$ cat src/addr_pkg.sv
`default_nettype none

// ====================
// Address widths
// ====================

package addr_pkg;

	// Width of a CPU virtual address
	localparam int VADR_W = 32;

	// Width of a physical address as seen on the memory side
	localparam int PADR_W = 32;

	// Pages are 8 kB, so the low 13 bits pass through translation untouched
	localparam int LOG_PAGESIZE = 13;

	// Page number widths follow from the address widths and the page size
	localparam int VPN_W = VADR_W - LOG_PAGESIZE;
	localparam int PPN_W = PADR_W - LOG_PAGESIZE;

	// Address space id and request tag widths
	localparam int ASID_W = 8;
	localparam int REQ_ID_W = 8;

	typedef logic [VADR_W-1:0] virtual_address_t;
	typedef logic [PADR_W-1:0] physical_address_t;
	typedef logic [VPN_W-1:0] vpn_t;
	typedef logic [PPN_W-1:0] ppn_t;
	typedef logic [ASID_W-1:0] asid_t;

	// Tag that the requester attaches so a fault can be matched to its access
	typedef logic [REQ_ID_W-1:0] req_id_t;

endpackage

`default_nettype wire

$ cat src/tlb_pkg.sv
`default_nettype none

// ====================
// TLB and page table
// ====================

package tlb_pkg;

	// Three ways of eight sets each
	localparam int TLB_ASSOC = 3;
	localparam int TLB_SETS = 8;

	// The set comes from the low VPN bits and the remaining VPN bits form the tag
	localparam int TLB_IDX_W = 3;
	localparam int TLB_TAG_W = addr_pkg::VPN_W - TLB_IDX_W;

	typedef logic [TLB_IDX_W-1:0] tlb_idx_t;
	typedef logic [1:0] tlb_way_t;
	typedef logic [TLB_TAG_W-1:0] tlb_tag_t;

	// Page table entry with valid in bit 31 and the ppn in the low bits
	// Everything in between is reserved and reads as zero
	typedef logic [31:0] pte_t;
	localparam int PTE_V_BIT = 31;

	// One flat table per asid, each block 16 kB apart from the next
	localparam addr_pkg::physical_address_t PT_BASE = 32'h0010_0000;
	localparam int PT_ASID_SHIFT = 14;
	// Only the low VPN bits index the table
	localparam int PT_IDX_W = 12;
	// Entries are four bytes wide
	localparam int PTE_SHIFT = 2;

	typedef enum logic [1:0] {
		st_idle,
		st_req,
		st_wait_ack_low,
		st_write
	} walk_state_t;

endpackage

`default_nettype wire
$ cat src/mmu_top.sv
`timescale 1ns/1ps
`default_nettype none

module mmu_top (
	input  logic clk,
	input  logic rst,
	input  logic paging_en,
	input  addr_pkg::virtual_address_t vadr,
	input  logic vadr_v,
	input  addr_pkg::asid_t asid,
	input  addr_pkg::req_id_t id,
	input  logic mem_ack,
	input  tlb_pkg::pte_t mem_dat,
	output addr_pkg::physical_address_t padr,
	output logic padr_v,
	output logic mem_req,
	output addr_pkg::physical_address_t mem_adr,
	output logic fault,
	output addr_pkg::req_id_t fault_id
);
	import addr_pkg::*;
	import tlb_pkg::*;

	// Lookup results toward the mux
	logic [TLB_ASSOC-1:0] hit;
	ppn_t [TLB_ASSOC-1:0] way_ppn;

	// Miss record and write window toward the walker
	logic tlb_v;
	logic miss_v;
	virtual_address_t miss_adr;
	asid_t miss_asid;
	req_id_t miss_id;

	// Refill port back into the TLB
	logic wr;
	vpn_t wr_vpn;
	asid_t wr_asid;
	ppn_t wr_ppn;

	// The requester is idle whenever it presents no valid address
	logic idle;
	assign idle = ~vadr_v;

	tlb_lookup u_lookup (
		.clk(clk), .rst(rst), .vadr(vadr), .asid(asid),
		.wr(wr), .wr_vpn(wr_vpn), .wr_asid(wr_asid), .wr_ppn(wr_ppn),
		.hit(hit), .way_ppn(way_ppn)
	);

	tlb_adr_mux u_mux (
		.clk(clk), .rst(rst), .idle(idle), .paging_en(paging_en),
		.hit(hit), .way_ppn(way_ppn), .id(id), .asid(asid),
		.vadr(vadr), .vadr_v(vadr_v), .padr(padr), .padr_v(padr_v),
		.tlb_v(tlb_v), .miss_id(miss_id), .miss_adr(miss_adr),
		.miss_asid(miss_asid), .miss_v(miss_v)
	);

	page_walker u_walker (
		.clk(clk), .rst(rst), .miss_v(miss_v), .miss_adr(miss_adr),
		.miss_asid(miss_asid), .miss_id(miss_id), .tlb_v(tlb_v),
		.mem_ack(mem_ack), .mem_dat(mem_dat), .mem_req(mem_req), .mem_adr(mem_adr),
		.wr(wr), .wr_vpn(wr_vpn), .wr_asid(wr_asid), .wr_ppn(wr_ppn),
		.fault(fault), .fault_id(fault_id)
	);

endmodule

`default_nettype wire

$ cat src/page_walker.sv
`timescale 1ns/1ps
`default_nettype none

module page_walker (
	input  logic clk,
	input  logic rst,
	input  logic miss_v,
	input  addr_pkg::virtual_address_t miss_adr,
	input  addr_pkg::asid_t miss_asid,
	input  addr_pkg::req_id_t miss_id,
	input  logic tlb_v,
	input  logic mem_ack,
	input  tlb_pkg::pte_t mem_dat,
	output logic mem_req,
	output addr_pkg::physical_address_t mem_adr,
	output logic wr,
	output addr_pkg::vpn_t wr_vpn,
	output addr_pkg::asid_t wr_asid,
	output addr_pkg::ppn_t wr_ppn,
	output logic fault,
	output addr_pkg::req_id_t fault_id
);
	import addr_pkg::*;
	import tlb_pkg::*;

	walk_state_t state;

	// Latched copy of the miss being served
	vpn_t walk_vpn;
	asid_t walk_asid;
	req_id_t walk_id;
	pte_t pte_q;

	vpn_t miss_vpn;
	physical_address_t pt_adr;
	logic start;
	logic take;

	// ====================
	// Entry address
	// ====================

	// Each asid owns a block of the table and the low vpn bits pick the word
	assign miss_vpn = miss_adr[VADR_W-1:LOG_PAGESIZE];
	assign pt_adr = PT_BASE
		+ (physical_address_t'(miss_asid) << PT_ASID_SHIFT)
		+ (physical_address_t'(miss_vpn[PT_IDX_W-1:0]) << PTE_SHIFT);

	// A walk begins only from idle, and not in the fault cycle while the
	// requester has yet to react to the fault
	assign start = (state == st_idle) && miss_v && !fault;
	assign take = (state == st_req) && mem_ack;

	// ====================
	// Walk FSM
	// ====================

	always_ff @(posedge clk) begin
		if (rst) begin
			state <= st_idle;
			mem_req <= 1'b0;
			fault <= 1'b0;
		end else begin
			fault <= 1'b0;
			case (state)
				st_idle: begin
					// The address is set up on the same edge that raises the request
					if (start) begin
						mem_req <= 1'b1;
						state <= st_req;
					end
				end
				st_req: begin
					// Data is taken with the ack and the request drops right away
					if (mem_ack) begin
						mem_req <= 1'b0;
						state <= st_wait_ack_low;
					end
				end
				st_wait_ack_low: begin
					// The handshake closes before the result is acted on
					if (!mem_ack) begin
						if (pte_q[PTE_V_BIT]) begin
							state <= st_write;
						end else begin
							fault <= 1'b1;
							state <= st_idle;
						end
					end
				end
				st_write: begin
					if (tlb_v) begin
						state <= st_idle;
					end
				end
				default: state <= st_idle;
			endcase
		end
	end

	// Miss details and the fetched entry are held for the whole walk
	always_ff @(posedge clk) begin
		if (start) begin
			walk_vpn <= miss_vpn;
			walk_asid <= miss_asid;
			walk_id <= miss_id;
			mem_adr <= pt_adr;
		end
		if (take) begin
			pte_q <= mem_dat;
		end
	end

	// The TLB write fires in the one cycle the window is open
	assign wr = (state == st_write) && tlb_v;
	assign wr_vpn = walk_vpn;
	assign wr_asid = walk_asid;
	assign wr_ppn = pte_q[PPN_W-1:0];

	// No new walk starts during the fault cycle, so the latched id is still the one at fault
	assign fault_id = walk_id;

endmodule

`default_nettype wire

$ cat src/tlb_adr_mux.sv
`timescale 1ns/1ps
`default_nettype none

module tlb_adr_mux (
	input  logic clk,
	input  logic rst,
	input  logic idle,
	input  logic paging_en,
	input  logic [tlb_pkg::TLB_ASSOC-1:0] hit,
	input  addr_pkg::ppn_t [tlb_pkg::TLB_ASSOC-1:0] way_ppn,
	input  addr_pkg::req_id_t id,
	input  addr_pkg::asid_t asid,
	input  addr_pkg::virtual_address_t vadr,
	input  logic vadr_v,
	output addr_pkg::physical_address_t padr,
	output logic padr_v,
	output logic tlb_v,
	output addr_pkg::req_id_t miss_id,
	output addr_pkg::virtual_address_t miss_adr,
	output addr_pkg::asid_t miss_asid,
	output logic miss_v
);
	import addr_pkg::*;
	import tlb_pkg::*;

	vpn_t vpn;
	vpn_t vpn_q;
	logic cd_vadr;
	logic paging_q;
	logic pe_rise;
	logic pe_fall;
	logic hit_ok;
	logic miss_pend;
	logic miss_q;
	ppn_t sel_ppn;

	// ====================
	// Change detection
	// ====================

	// A new page needs one cycle for its lookup to settle
	// Until then neither a translation nor a miss is believed
	assign vpn = vadr[VADR_W-1:LOG_PAGESIZE];
	assign cd_vadr = (vpn != vpn_q);

	// Paging enable and disable leave one cycle where the address
	// is neither the old form nor the new one
	assign pe_rise = paging_en & ~paging_q;
	assign pe_fall = ~paging_en & paging_q;

	always_ff @(posedge clk) begin
		if (rst) begin
			vpn_q <= '0;
			paging_q <= 1'b0;
		end else begin
			vpn_q <= vpn;
			paging_q <= paging_en;
		end
	end

	// ====================
	// Way selection
	// ====================

	// At most one way hits, so the last match in the loop is the only match
	always_comb begin
		sel_ppn = '0;
		for (int w = 0; w < TLB_ASSOC; w++) begin
			if (hit[w]) begin
				sel_ppn = way_ppn[w];
			end
		end
	end

	// A translation counts only on a stable page with a request present
	assign hit_ok = (|hit) & vadr_v & ~cd_vadr;

	// Stable page that still misses, which is what the walker is serving
	assign miss_pend = vadr_v & ~cd_vadr & ~(|hit);

	// ====================
	// Registered outputs
	// ====================

	always_ff @(posedge clk) begin
		if (rst) begin
			padr_v <= 1'b0;
			tlb_v <= 1'b1;
			miss_q <= 1'b0;
		end else if (paging_en) begin
			padr_v <= hit_ok & ~pe_rise;
			// Refills may land when nothing is presented, after a good hit,
			// or while the pending miss is the page being fetched
			tlb_v <= idle | hit_ok | miss_pend;
			miss_q <= vadr_v & ~hit_ok;
		end else begin
			// Untranslated mode passes the request straight through
			padr_v <= vadr_v & ~pe_fall;
			tlb_v <= 1'b1;
			miss_q <= 1'b0;
		end
	end

	// Address and miss record carry data only and follow the valid flags
	always_ff @(posedge clk) begin
		if (paging_en) begin
			padr <= {sel_ppn, vadr[LOG_PAGESIZE-1:0]};
		end else begin
			padr <= vadr;
		end
		if (paging_en && vadr_v && !hit_ok) begin
			miss_adr <= vadr;
			miss_asid <= asid;
			miss_id <= id;
		end
	end

	// The miss is reported from the second cycle on a page
	// The current lookup gates it too, so an entry refilled last cycle
	// does not start a second walk for the same page
	assign miss_v = miss_q & paging_en & vadr_v & ~cd_vadr & ~(|hit);

endmodule

`default_nettype wire

$ cat src/tlb_lookup.sv
`timescale 1ns/1ps
`default_nettype none

module tlb_lookup (
	input  logic clk,
	input  logic rst,
	input  addr_pkg::virtual_address_t vadr,
	input  addr_pkg::asid_t asid,
	input  logic wr,
	input  addr_pkg::vpn_t wr_vpn,
	input  addr_pkg::asid_t wr_asid,
	input  addr_pkg::ppn_t wr_ppn,
	output logic [tlb_pkg::TLB_ASSOC-1:0] hit,
	output addr_pkg::ppn_t [tlb_pkg::TLB_ASSOC-1:0] way_ppn
);
	import addr_pkg::*;
	import tlb_pkg::*;

	// Per entry state held as one array per field
	logic valid_q [TLB_ASSOC][TLB_SETS];
	tlb_tag_t tag_q [TLB_ASSOC][TLB_SETS];
	asid_t asid_q [TLB_ASSOC][TLB_SETS];
	ppn_t ppn_q [TLB_ASSOC][TLB_SETS];

	// Way that receives the next refill
	tlb_way_t victim;

	vpn_t rd_vpn;
	tlb_idx_t rd_idx;
	tlb_tag_t rd_tag;
	tlb_idx_t wr_idx;
	tlb_tag_t wr_tag;

	// ====================
	// Lookup
	// ====================

	// Split the presented page number into set index and tag
	assign rd_vpn = vadr[VADR_W-1:LOG_PAGESIZE];
	assign rd_idx = rd_vpn[TLB_IDX_W-1:0];
	assign rd_tag = rd_vpn[VPN_W-1:TLB_IDX_W];

	// Every way compares its entry in the selected set in parallel
	// An entry only matches inside its own address space
	always_comb begin
		for (int w = 0; w < TLB_ASSOC; w++) begin
			hit[w] = valid_q[w][rd_idx]
				&& (tag_q[w][rd_idx] == rd_tag)
				&& (asid_q[w][rd_idx] == asid);
			// The ppn is offered whether or not the way hit
			// and the mux decides which one counts
			way_ppn[w] = ppn_q[w][rd_idx];
		end
	end

	// ====================
	// Refill
	// ====================

	assign wr_idx = wr_vpn[TLB_IDX_W-1:0];
	assign wr_tag = wr_vpn[VPN_W-1:TLB_IDX_W];

	// Valid bits and the victim pointer are the only control state
	always_ff @(posedge clk) begin
		if (rst) begin
			for (int w = 0; w < TLB_ASSOC; w++) begin
				for (int s = 0; s < TLB_SETS; s++) begin
					valid_q[w][s] <= 1'b0;
				end
			end
			victim <= '0;
		end else if (wr) begin
			valid_q[victim][wr_idx] <= 1'b1;
			// Round robin over the three ways, wrapping after the last one
			if (victim == tlb_way_t'(TLB_ASSOC - 1)) begin
				victim <= '0;
			end else begin
				victim <= victim + tlb_way_t'(1);
			end
		end
	end

	// Tag, asid and ppn are plain storage written alongside the valid bit
	always_ff @(posedge clk) begin
		if (wr) begin
			tag_q[victim][wr_idx] <= wr_tag;
			asid_q[victim][wr_idx] <= wr_asid;
			ppn_q[victim][wr_idx] <= wr_ppn;
		end
	end

	// The walker only refills after a miss, so a page never sits in two ways
	// Replacement is blind to use, which keeps the victim logic to one counter

endmodule

`default_nettype wire

$ cat config.mk
export PLATFORM = sky130hd
export DESIGN_NAME = mmu_top
export DESIGN_NICKNAME = d
export VERILOG_FILES = /design/src/addr_pkg.sv /design/src/tlb_pkg.sv /design/src/mmu_top.sv /design/src/page_walker.sv /design/src/tlb_adr_mux.sv /design/src/tlb_lookup.sv
export SDC_FILE = /design/constraint.sdc
export NUM_CORES = 1
export LEC_CHECK = 0
export BUFFER_PORTS_ARGS = -buffer_cell sky130_fd_sc_hd__buf_2
export CAP_MARGIN = 0
export CORE_ASPECT_RATIO = 1.75
export CORE_MARGIN = 3
export CORE_UTILIZATION = 53
export CTS_CLUSTER_DIAMETER = 50
export DETAILED_ROUTE_END_ITERATION = 6
export GPL_TIMING_DRIVEN = 0
export PLACE_DENSITY = 0.7
export SLEW_MARGIN = 10
export SYNTH_ARGS = -nofsm -noshare
export SYNTH_HDL_FRONTEND = slang
export SYNTH_SLANG_ARGS = --single-unit
$ cat constraint.sdc
create_clock -name clk -period 24.1 [get_ports clk]
set_clock_uncertainty 0.1 [all_clocks]
set_input_delay 4.82 -clock clk [delete_from_list [all_inputs] [get_ports clk]]
set_output_delay 4.82 -clock clk [all_outputs]
set_load 0.01 [all_outputs]
Word level (Yosys, flattened, before mapping)

Memory sizes are Yosys's and may differ from the RTL's.
Index checks and enable logic that the tools add are counted.
Widths: inputs -> output; s select.

Bits in writable memories: 1,056
Word-level logic and storage cells: 163
Register bits after elaboration: 208
Memories: 4

Add/sub/neg operators: 3
Magnitude comparators: 3
Muxes and demuxes: 71
Reduce and logical (&&, ||, !) cells: 23
Bitwise logic cells: 26
Equal/unequal tests: 15

Memory list:

| name             | words | width | read ports | clocked after Yosys merged registers in | wr ports | line             | RTL |
|---|---|---|---|---|---|---|---|
| u_lookup.ppn_q   | 3     | 152   | 3          | 0                                       | 1        | tlb_lookup.sv:23 | `ppn_t ppn_q [TLB_ASSOC][TLB_SETS];` |
| u_lookup.tag_q   | 3     | 128   | 3          | 0                                       | 1        | tlb_lookup.sv:21 | `tlb_tag_t tag_q [TLB_ASSOC][TLB_SETS];` |
| u_lookup.asid_q  | 3     | 64    | 3          | 0                                       | 1        | tlb_lookup.sv:22 | `asid_t asid_q [TLB_ASSOC][TLB_SETS];` |
| u_lookup.valid_q | 3     | 8     | 3          | 0                                       | 3        | tlb_lookup.sv:20 | `logic valid_q [TLB_ASSOC][TLB_SETS];` |

Operator list:

| cell                   | number |
|---|---|
| $mux 19                | 10 |
| $bmux 19 s3            | 3 |
| $mux 152               | 1 |
| $bmux 16 s3            | 3 |
| $mux 128               | 1 |
| $mux 16                | 7 |
| $mux 8                 | 10 |
| $bmux 8 s3             | 3 |
| $mux 64                | 1 |
| $demux 19 s3           | 1 |
| $demux 16 s3           | 1 |
| $eq 16x16->1           | 3 |
| $add 32x14->32         | 1 |
| $mux 32                | 1 |
| $demux 8 s3            | 1 |
| $eq 8x8->1             | 3 |
| $add 21x22->23 const A | 1 |
| $ne 19x19->1           | 1 |
| $mux 1                 | 15 |
| $mux 2                 | 7 |
| $and 1x1->1            | 13 |
| $logic_and 1x1->1      | 13 |
| $bmux 1 s3             | 3 |
| $not 1->1              | 9 |
| 20 further kinds       | 29 |

Logic depth before layout (Yosys ltp)

Word-level depth: 14
Gate-level depth with buffers: 15
Mapped depth without buffers: 8

By module

Synthesis repeated with hierarchy kept, for this count alone.

Cell total of the unflattened synthesis: 2,389
Area, all modules: 47,068.9 um^2

By module, submodules not included:

| module      | instances | area each (um^2) | sequential area each (um^2) | cells an instance |
|---|---|---|---|---|
| tlb_lookup  | 1         | 41,118.2         | 31,750.5                    | 2,005 |
| tlb_adr_mux | 1         | 3,590.9          | 2,542.4                     | 252 |
| page_walker | 1         | 2,356.0          | 1,821.7                     | 131 |
| mmu_top     | 1         | 3.8              | 0.0                         | 1 |

Worst setup path after synthesis

Ideal clock, no wire load.

Path type: input -> register
From: input vadr[15]
To: register u_walker.mem_req
Arrival: 11.175 ns
Data required time: 23.926 ns
Setup slack: 12.751 ns
Cell stages on the path: 13
Cell sequence: buf_2 -> buf_4 -> buf_4 -> clkbuf_1 -> clkbuf_1 -> mux4_2 -> mux2i_1 -> xnor2_1 -> nor2_1 -> nand4b_1 -> nor3_1 -> nor4_1 -> o21ba_2

Cells in the longest elaborated chain, start to end: 14
Elaborated cells between the ends (all ways): 50
Classes of those cells: 8 x eq/ne; 27 x mux; 5 x bitwise; 10 x reduce/logical

Ends and longest elaborated chain:

| what                                        | line                                                 | RTL |
|---|---|---|
| start: declaration                          | mmu_top.sv:8                                         | `input addr_pkg::virtual_address_t vadr,` |
| $not 3->4 (not written as such)             | tlb_lookup.sv:47, tlb_lookup.sv:48, tlb_lookup.sv:49 |  |
| $bmux 16 s3                                 | tlb_lookup.sv:48                                     | `&& (tag_q[w][rd_idx] == rd_tag)` |
| $mux 16 (not written as such) (2 in series) | tlb_lookup.sv:48                                     |  |
| $eq 16x16->1                                | tlb_lookup.sv:48                                     |  |
| $logic_and 1x1->1                           | tlb_lookup.sv:48                                     |  |
| $logic_and 1x1->1                           | tlb_lookup.sv:49                                     | `&& (asid_q[w][rd_idx] == asid);` |
| $reduce_or 3->1                             | tlb_adr_mux.sv:121                                   | `assign miss_v = miss_q & paging_en & vadr_v & ~cd_vadr & ~(\|hit);` |
| $not 1->1                                   | tlb_adr_mux.sv:121                                   |  |
| $and 1x1->1 (*)                             | tlb_adr_mux.sv:121                                   |  |
| $logic_and 1x1->1 (*) (2 in series)         | page_walker.sv:51                                    | `assign start = (state == st_idle) && miss_v && !fault;` |
| via u_walker.start                          | page_walker.sv:36                                    | `logic start;` |
| $ne 2x1->1 (no line) (*)                    | -                                                    |  |
| $reduce_and 3->1 (no line) (*)              | -                                                    |  |
| end signal: assignment                      | page_walker.sv:61                                    | `mem_req <= 1'b0;` |
| end signal: assignment                      | page_walker.sv:69                                    | `mem_req <= 1'b1;` |
| end signal: assignment                      | page_walker.sv:76                                    | `mem_req <= 1'b0;` |
| end: declaration                            | page_walker.sv:14                                    | `output logic mem_req,` |

The timed path passes the listed nets; every way through them passes the cells marked *. The select of a mux whose other input is x is not followed.
A chain may end at the register's enable or synchronous reset.

Final worst setup path

From: input vadr[15]
To: register u_mux.miss_adr[29], enable pin

Cells in the longest elaborated chain, start to end: 12
Elaborated cells between the ends (all ways): 47
Classes of those cells: 7 x eq/ne; 27 x mux; 4 x bitwise; 9 x reduce/logical

Ends and longest elaborated chain:

| what                                        | line                                                 | RTL |
|---|---|---|
| $not 3->4 (not written as such)             | tlb_lookup.sv:47, tlb_lookup.sv:48, tlb_lookup.sv:49 |  |
| $bmux 16 s3                                 | tlb_lookup.sv:48                                     |  |
| $mux 16 (not written as such) (2 in series) | tlb_lookup.sv:48                                     |  |
| $eq 16x16->1                                | tlb_lookup.sv:48                                     |  |
| $logic_and 1x1->1                           | tlb_lookup.sv:48                                     |  |
| $logic_and 1x1->1                           | tlb_lookup.sv:49                                     |  |
| $reduce_or 3->1                             | tlb_adr_mux.sv:76                                    | `assign hit_ok = (\|hit) & vadr_v & ~cd_vadr;` |
| $and 1x1->1                                 | tlb_adr_mux.sv:76                                    |  |
| $and 1x1->1 (*)                             | tlb_adr_mux.sv:76                                    |  |
| $logic_not 1->1 (*)                         | tlb_adr_mux.sv:111                                   | `if (paging_en && vadr_v && !hit_ok) begin` |
| $logic_and 1x1->1 (*)                       | tlb_adr_mux.sv:111                                   |  |
| end signal: assignment                      | tlb_adr_mux.sv:112                                   | `miss_adr <= vadr;` |
| end: declaration                            | tlb_adr_mux.sv:19                                    | `output addr_pkg::virtual_address_t miss_adr,` |

Mark *: on every way between the ends. The rest lies on a longest branch, timed or not. The select of a mux whose other input is x is not followed.

==> metrics <==
status=finished clean; overall routing resource usage=0.267; worst setup margin=13.56 ns; Starting DRT DRC Count=2520; synth top area cells=edfxtp_1 74%, mux4_2 10%, mux2i_1 3.3%; total routed wirelength=121 mm; storage element area=35700 µm²; most common cell after layout, fill and taps aside=edfxtp_1; total negative setup slack=0 ns; Primary FF master, synth=edfxtp_1; most frequent cells in the layout=1149 x edfxtp_1, 214 x mux4_2, 162 x buf_2; Fin. Hold Viols=0; Port Buffers=136; H-tree lvl count=3; Crit Path Max Fanout=20; Final ANT Viol Nets=0; critical path type=input pin to flip-flop; Tcrit/Tclk final=0.437; share of the synthesized area in the top cell type=0.739; fillcell total=5970; number of global-route vias before repair=24911; Setup Buffers After CTS=0; Slew HR=0.160; Worst-Margin Slew=1.25 ns; clk_lat worst skew=0.72 ns; CP endpoint kind=flip-flop; core area=87100 µm²; worst-case clock buffer depth=3; Placer Congestion=0.927; max-cap violation count=0; DR vias/cell=6.16; first-pass GRT wire length=173 mm; Die Y=399 µm; type of origin of the critical path=input pin; Avg Inst Size Synth=20.6 µm²; Netlist cell types=66; number of synthesized flops with an enable pin=1149; crit path DAT=10.88 ns; peak supply drop=0.0621 mV; initial antenna violation count=3; DRC=0; Slew Limit Fails=0; CTS buffer count=105; sequential-to-total area share from yosys stat=0.765; io pins=160; row count=143; area of the multi-input gates=10200 µm²; worst hold path type=flip-flop to flip-flop; clk sink count=1210; Die Width=230 µm; Power Dens Cells=78.9 nW/µm²; Layout area overhead=15.1%; FMAX=94.9 MHz; RSZ-0062 raised after global routing=false; worst endpoint required time=24.44 ns; largest net degree at the start of global routing=43; # setup viols final=0; Via Count=23581; HPWL Detailed=81.8 mm; Synth Instances=2267; minimum clock period=10.54 ns; nets=2662; Initial Utilization=0.536; Synth area leader=edfxtp_1; Resized cells post-CTS=0; GRT overflow=0; Cell Area, Synth=46700 µm²; drt pass-1 iters=6; root buffer cell=clkbuf_16; wire per inst=31.6 µm; Clock Pin Slew Worst Setup and Hold Paths=0.07 ns; count of hold-fix buffers inserted at cts=0; share of cells above drive strength 1=0.286; Die Area=91800 µm²; TritonCTS clock tree=yes; flops & latches, synth=1210; pre-CTS setup slack=13.10 ns; Pleak=17.7 nW; Yosys Warn Count=0; Async SR Flop Fraction=0
[final timing paths]
kind	startpoint	endpoint	slack (ns)	depth (start not counted)
worst min register to register	u_mux.miss_asid[4]	u_walker.wr_asid[4]	0.32	0
worst max register to register	u_lookup.tag_q[0][53]	u_mux.miss_adr[29]	19.35	8
worst max-delay path	vadr[15]	u_mux.miss_adr[29]	13.56	14
worst min-delay path	u_mux.miss_asid[4]	u_walker.wr_asid[4]	0.32	0
[Yosys cell counts (all sizes together) (3+ instances only)]
cell / n
o22ai: 3
nor3: 10
buf: 101
nand2: 35
xnor2: 68
o21ai: 21
clkbuf: 50
nand3: 32
nor4b: 3
nand2b: 4
nor2: 72
a221oi: 7
and2: 3
or4: 3
a22oi: 52
xor2: 3
mux2: 38
a21oi: 24
or2: 25
o21a: 21
a22o: 4
mux4: 216
edfxtp: 1149
mux2i: 155
inv: 9
nor4: 12
nor2b: 26
dfxtp: 61
and3: 16
nand4: 12
a21o: 5
[report_power, final]
group          switching [mW]  total, mW  internal, mW
sequential            0.00324       2.28          2.28
combinational           0.108      0.190        0.0812
clock                   0.769       1.77         0.999
total                   0.881       4.24          3.36
[sequential cells by signal, indices dropped and copies added, names as in the netlist, 20 cells and up]
name,cells
u_walker.pte_q,20
u_lookup.valid_q,24
u_lookup.ppn_q,456
u_lookup.tag_q,384
u_lookup.asid_q,192
u_mux.padr,32
[cell families after synthesis]
family / after synthesis / share of synthesized area
XOR/XNOR: 71 / 0.0133
multiplexers: 409 / 0.147
AO/OA/AOI/OAI: 154 / 0.0244
adder cells (fa/ha/maj): 1 / 0.000268
buffers and inverters: 160 / 0.0205
AND/OR/NAND/NOR: 261 / 0.0294
flip-flops: 1210 / 0.765
other: 1 / 0.0000803
[metal layers]
layer | up-vias | part of all wire | global-route usage
met1 | 12223 | 0.32 | 0.290
li1 | 9770 | - | -
met4 | 0 | 0.066 | 0.160
met2 | 1248 | 0.54 | 0.485
met5 | - | 0 | 0
met3 | 340 | 0.071 | 0.0440
[metrics by stage]
| stage | util | hold slack, ns | power, mW | area [µm²] | std cells |
|---|---|---|---|---|---|
| 2_1_floorplan | - | 0.300 | 2.45 | 46700 | 2277 |
| 3_3_place_gp | 0.561 | 0.301 | 2.51 | 48900 | 3573 |
| 3_5_place_dp | 0.575 | 0.305 | 2.52 | 50100 | 3629 |
| 4_1_cts | 0.616 | 0.319 | 4.26 | 53700 | 3824 |
| 5_1_grt | 0.617 | 0.325 | 4.35 | 53700 | 3824 |
| 6_report | 0.617 | 0.316 | 4.24 | 53700 | 3825 |
[worst max-delay path: stages]
cell	delay (ns)
buf_2	0.10
buf_2	0.26
buf_4	0.27
buf_4	0.31
buf_2	0.45
buf_1	0.71
mux4_2	0.42
mux2i_1	0.32
xor2_1	0.75
o221ai_1	0.67
nor4_4	0.99
o31ai_1	0.23
nor2b_4	0.30
buf_16	0.22
[layout make-up]
class / count / area share
buffer: 151 / 0.0172
sequential: 1210 / 0.665
timing repair buffer: 192 / 0.0325
clock buffer: 129 / 0.0518
clock inverter: 66 / 0.0151
tap: 1160 / 0.0270
multi-input combinational: 907 / 0.191
antenna: 1 / 0.0000466
inverter: 9 / 0.000629
Note: power is estimated with default switching activity, not from simulation.
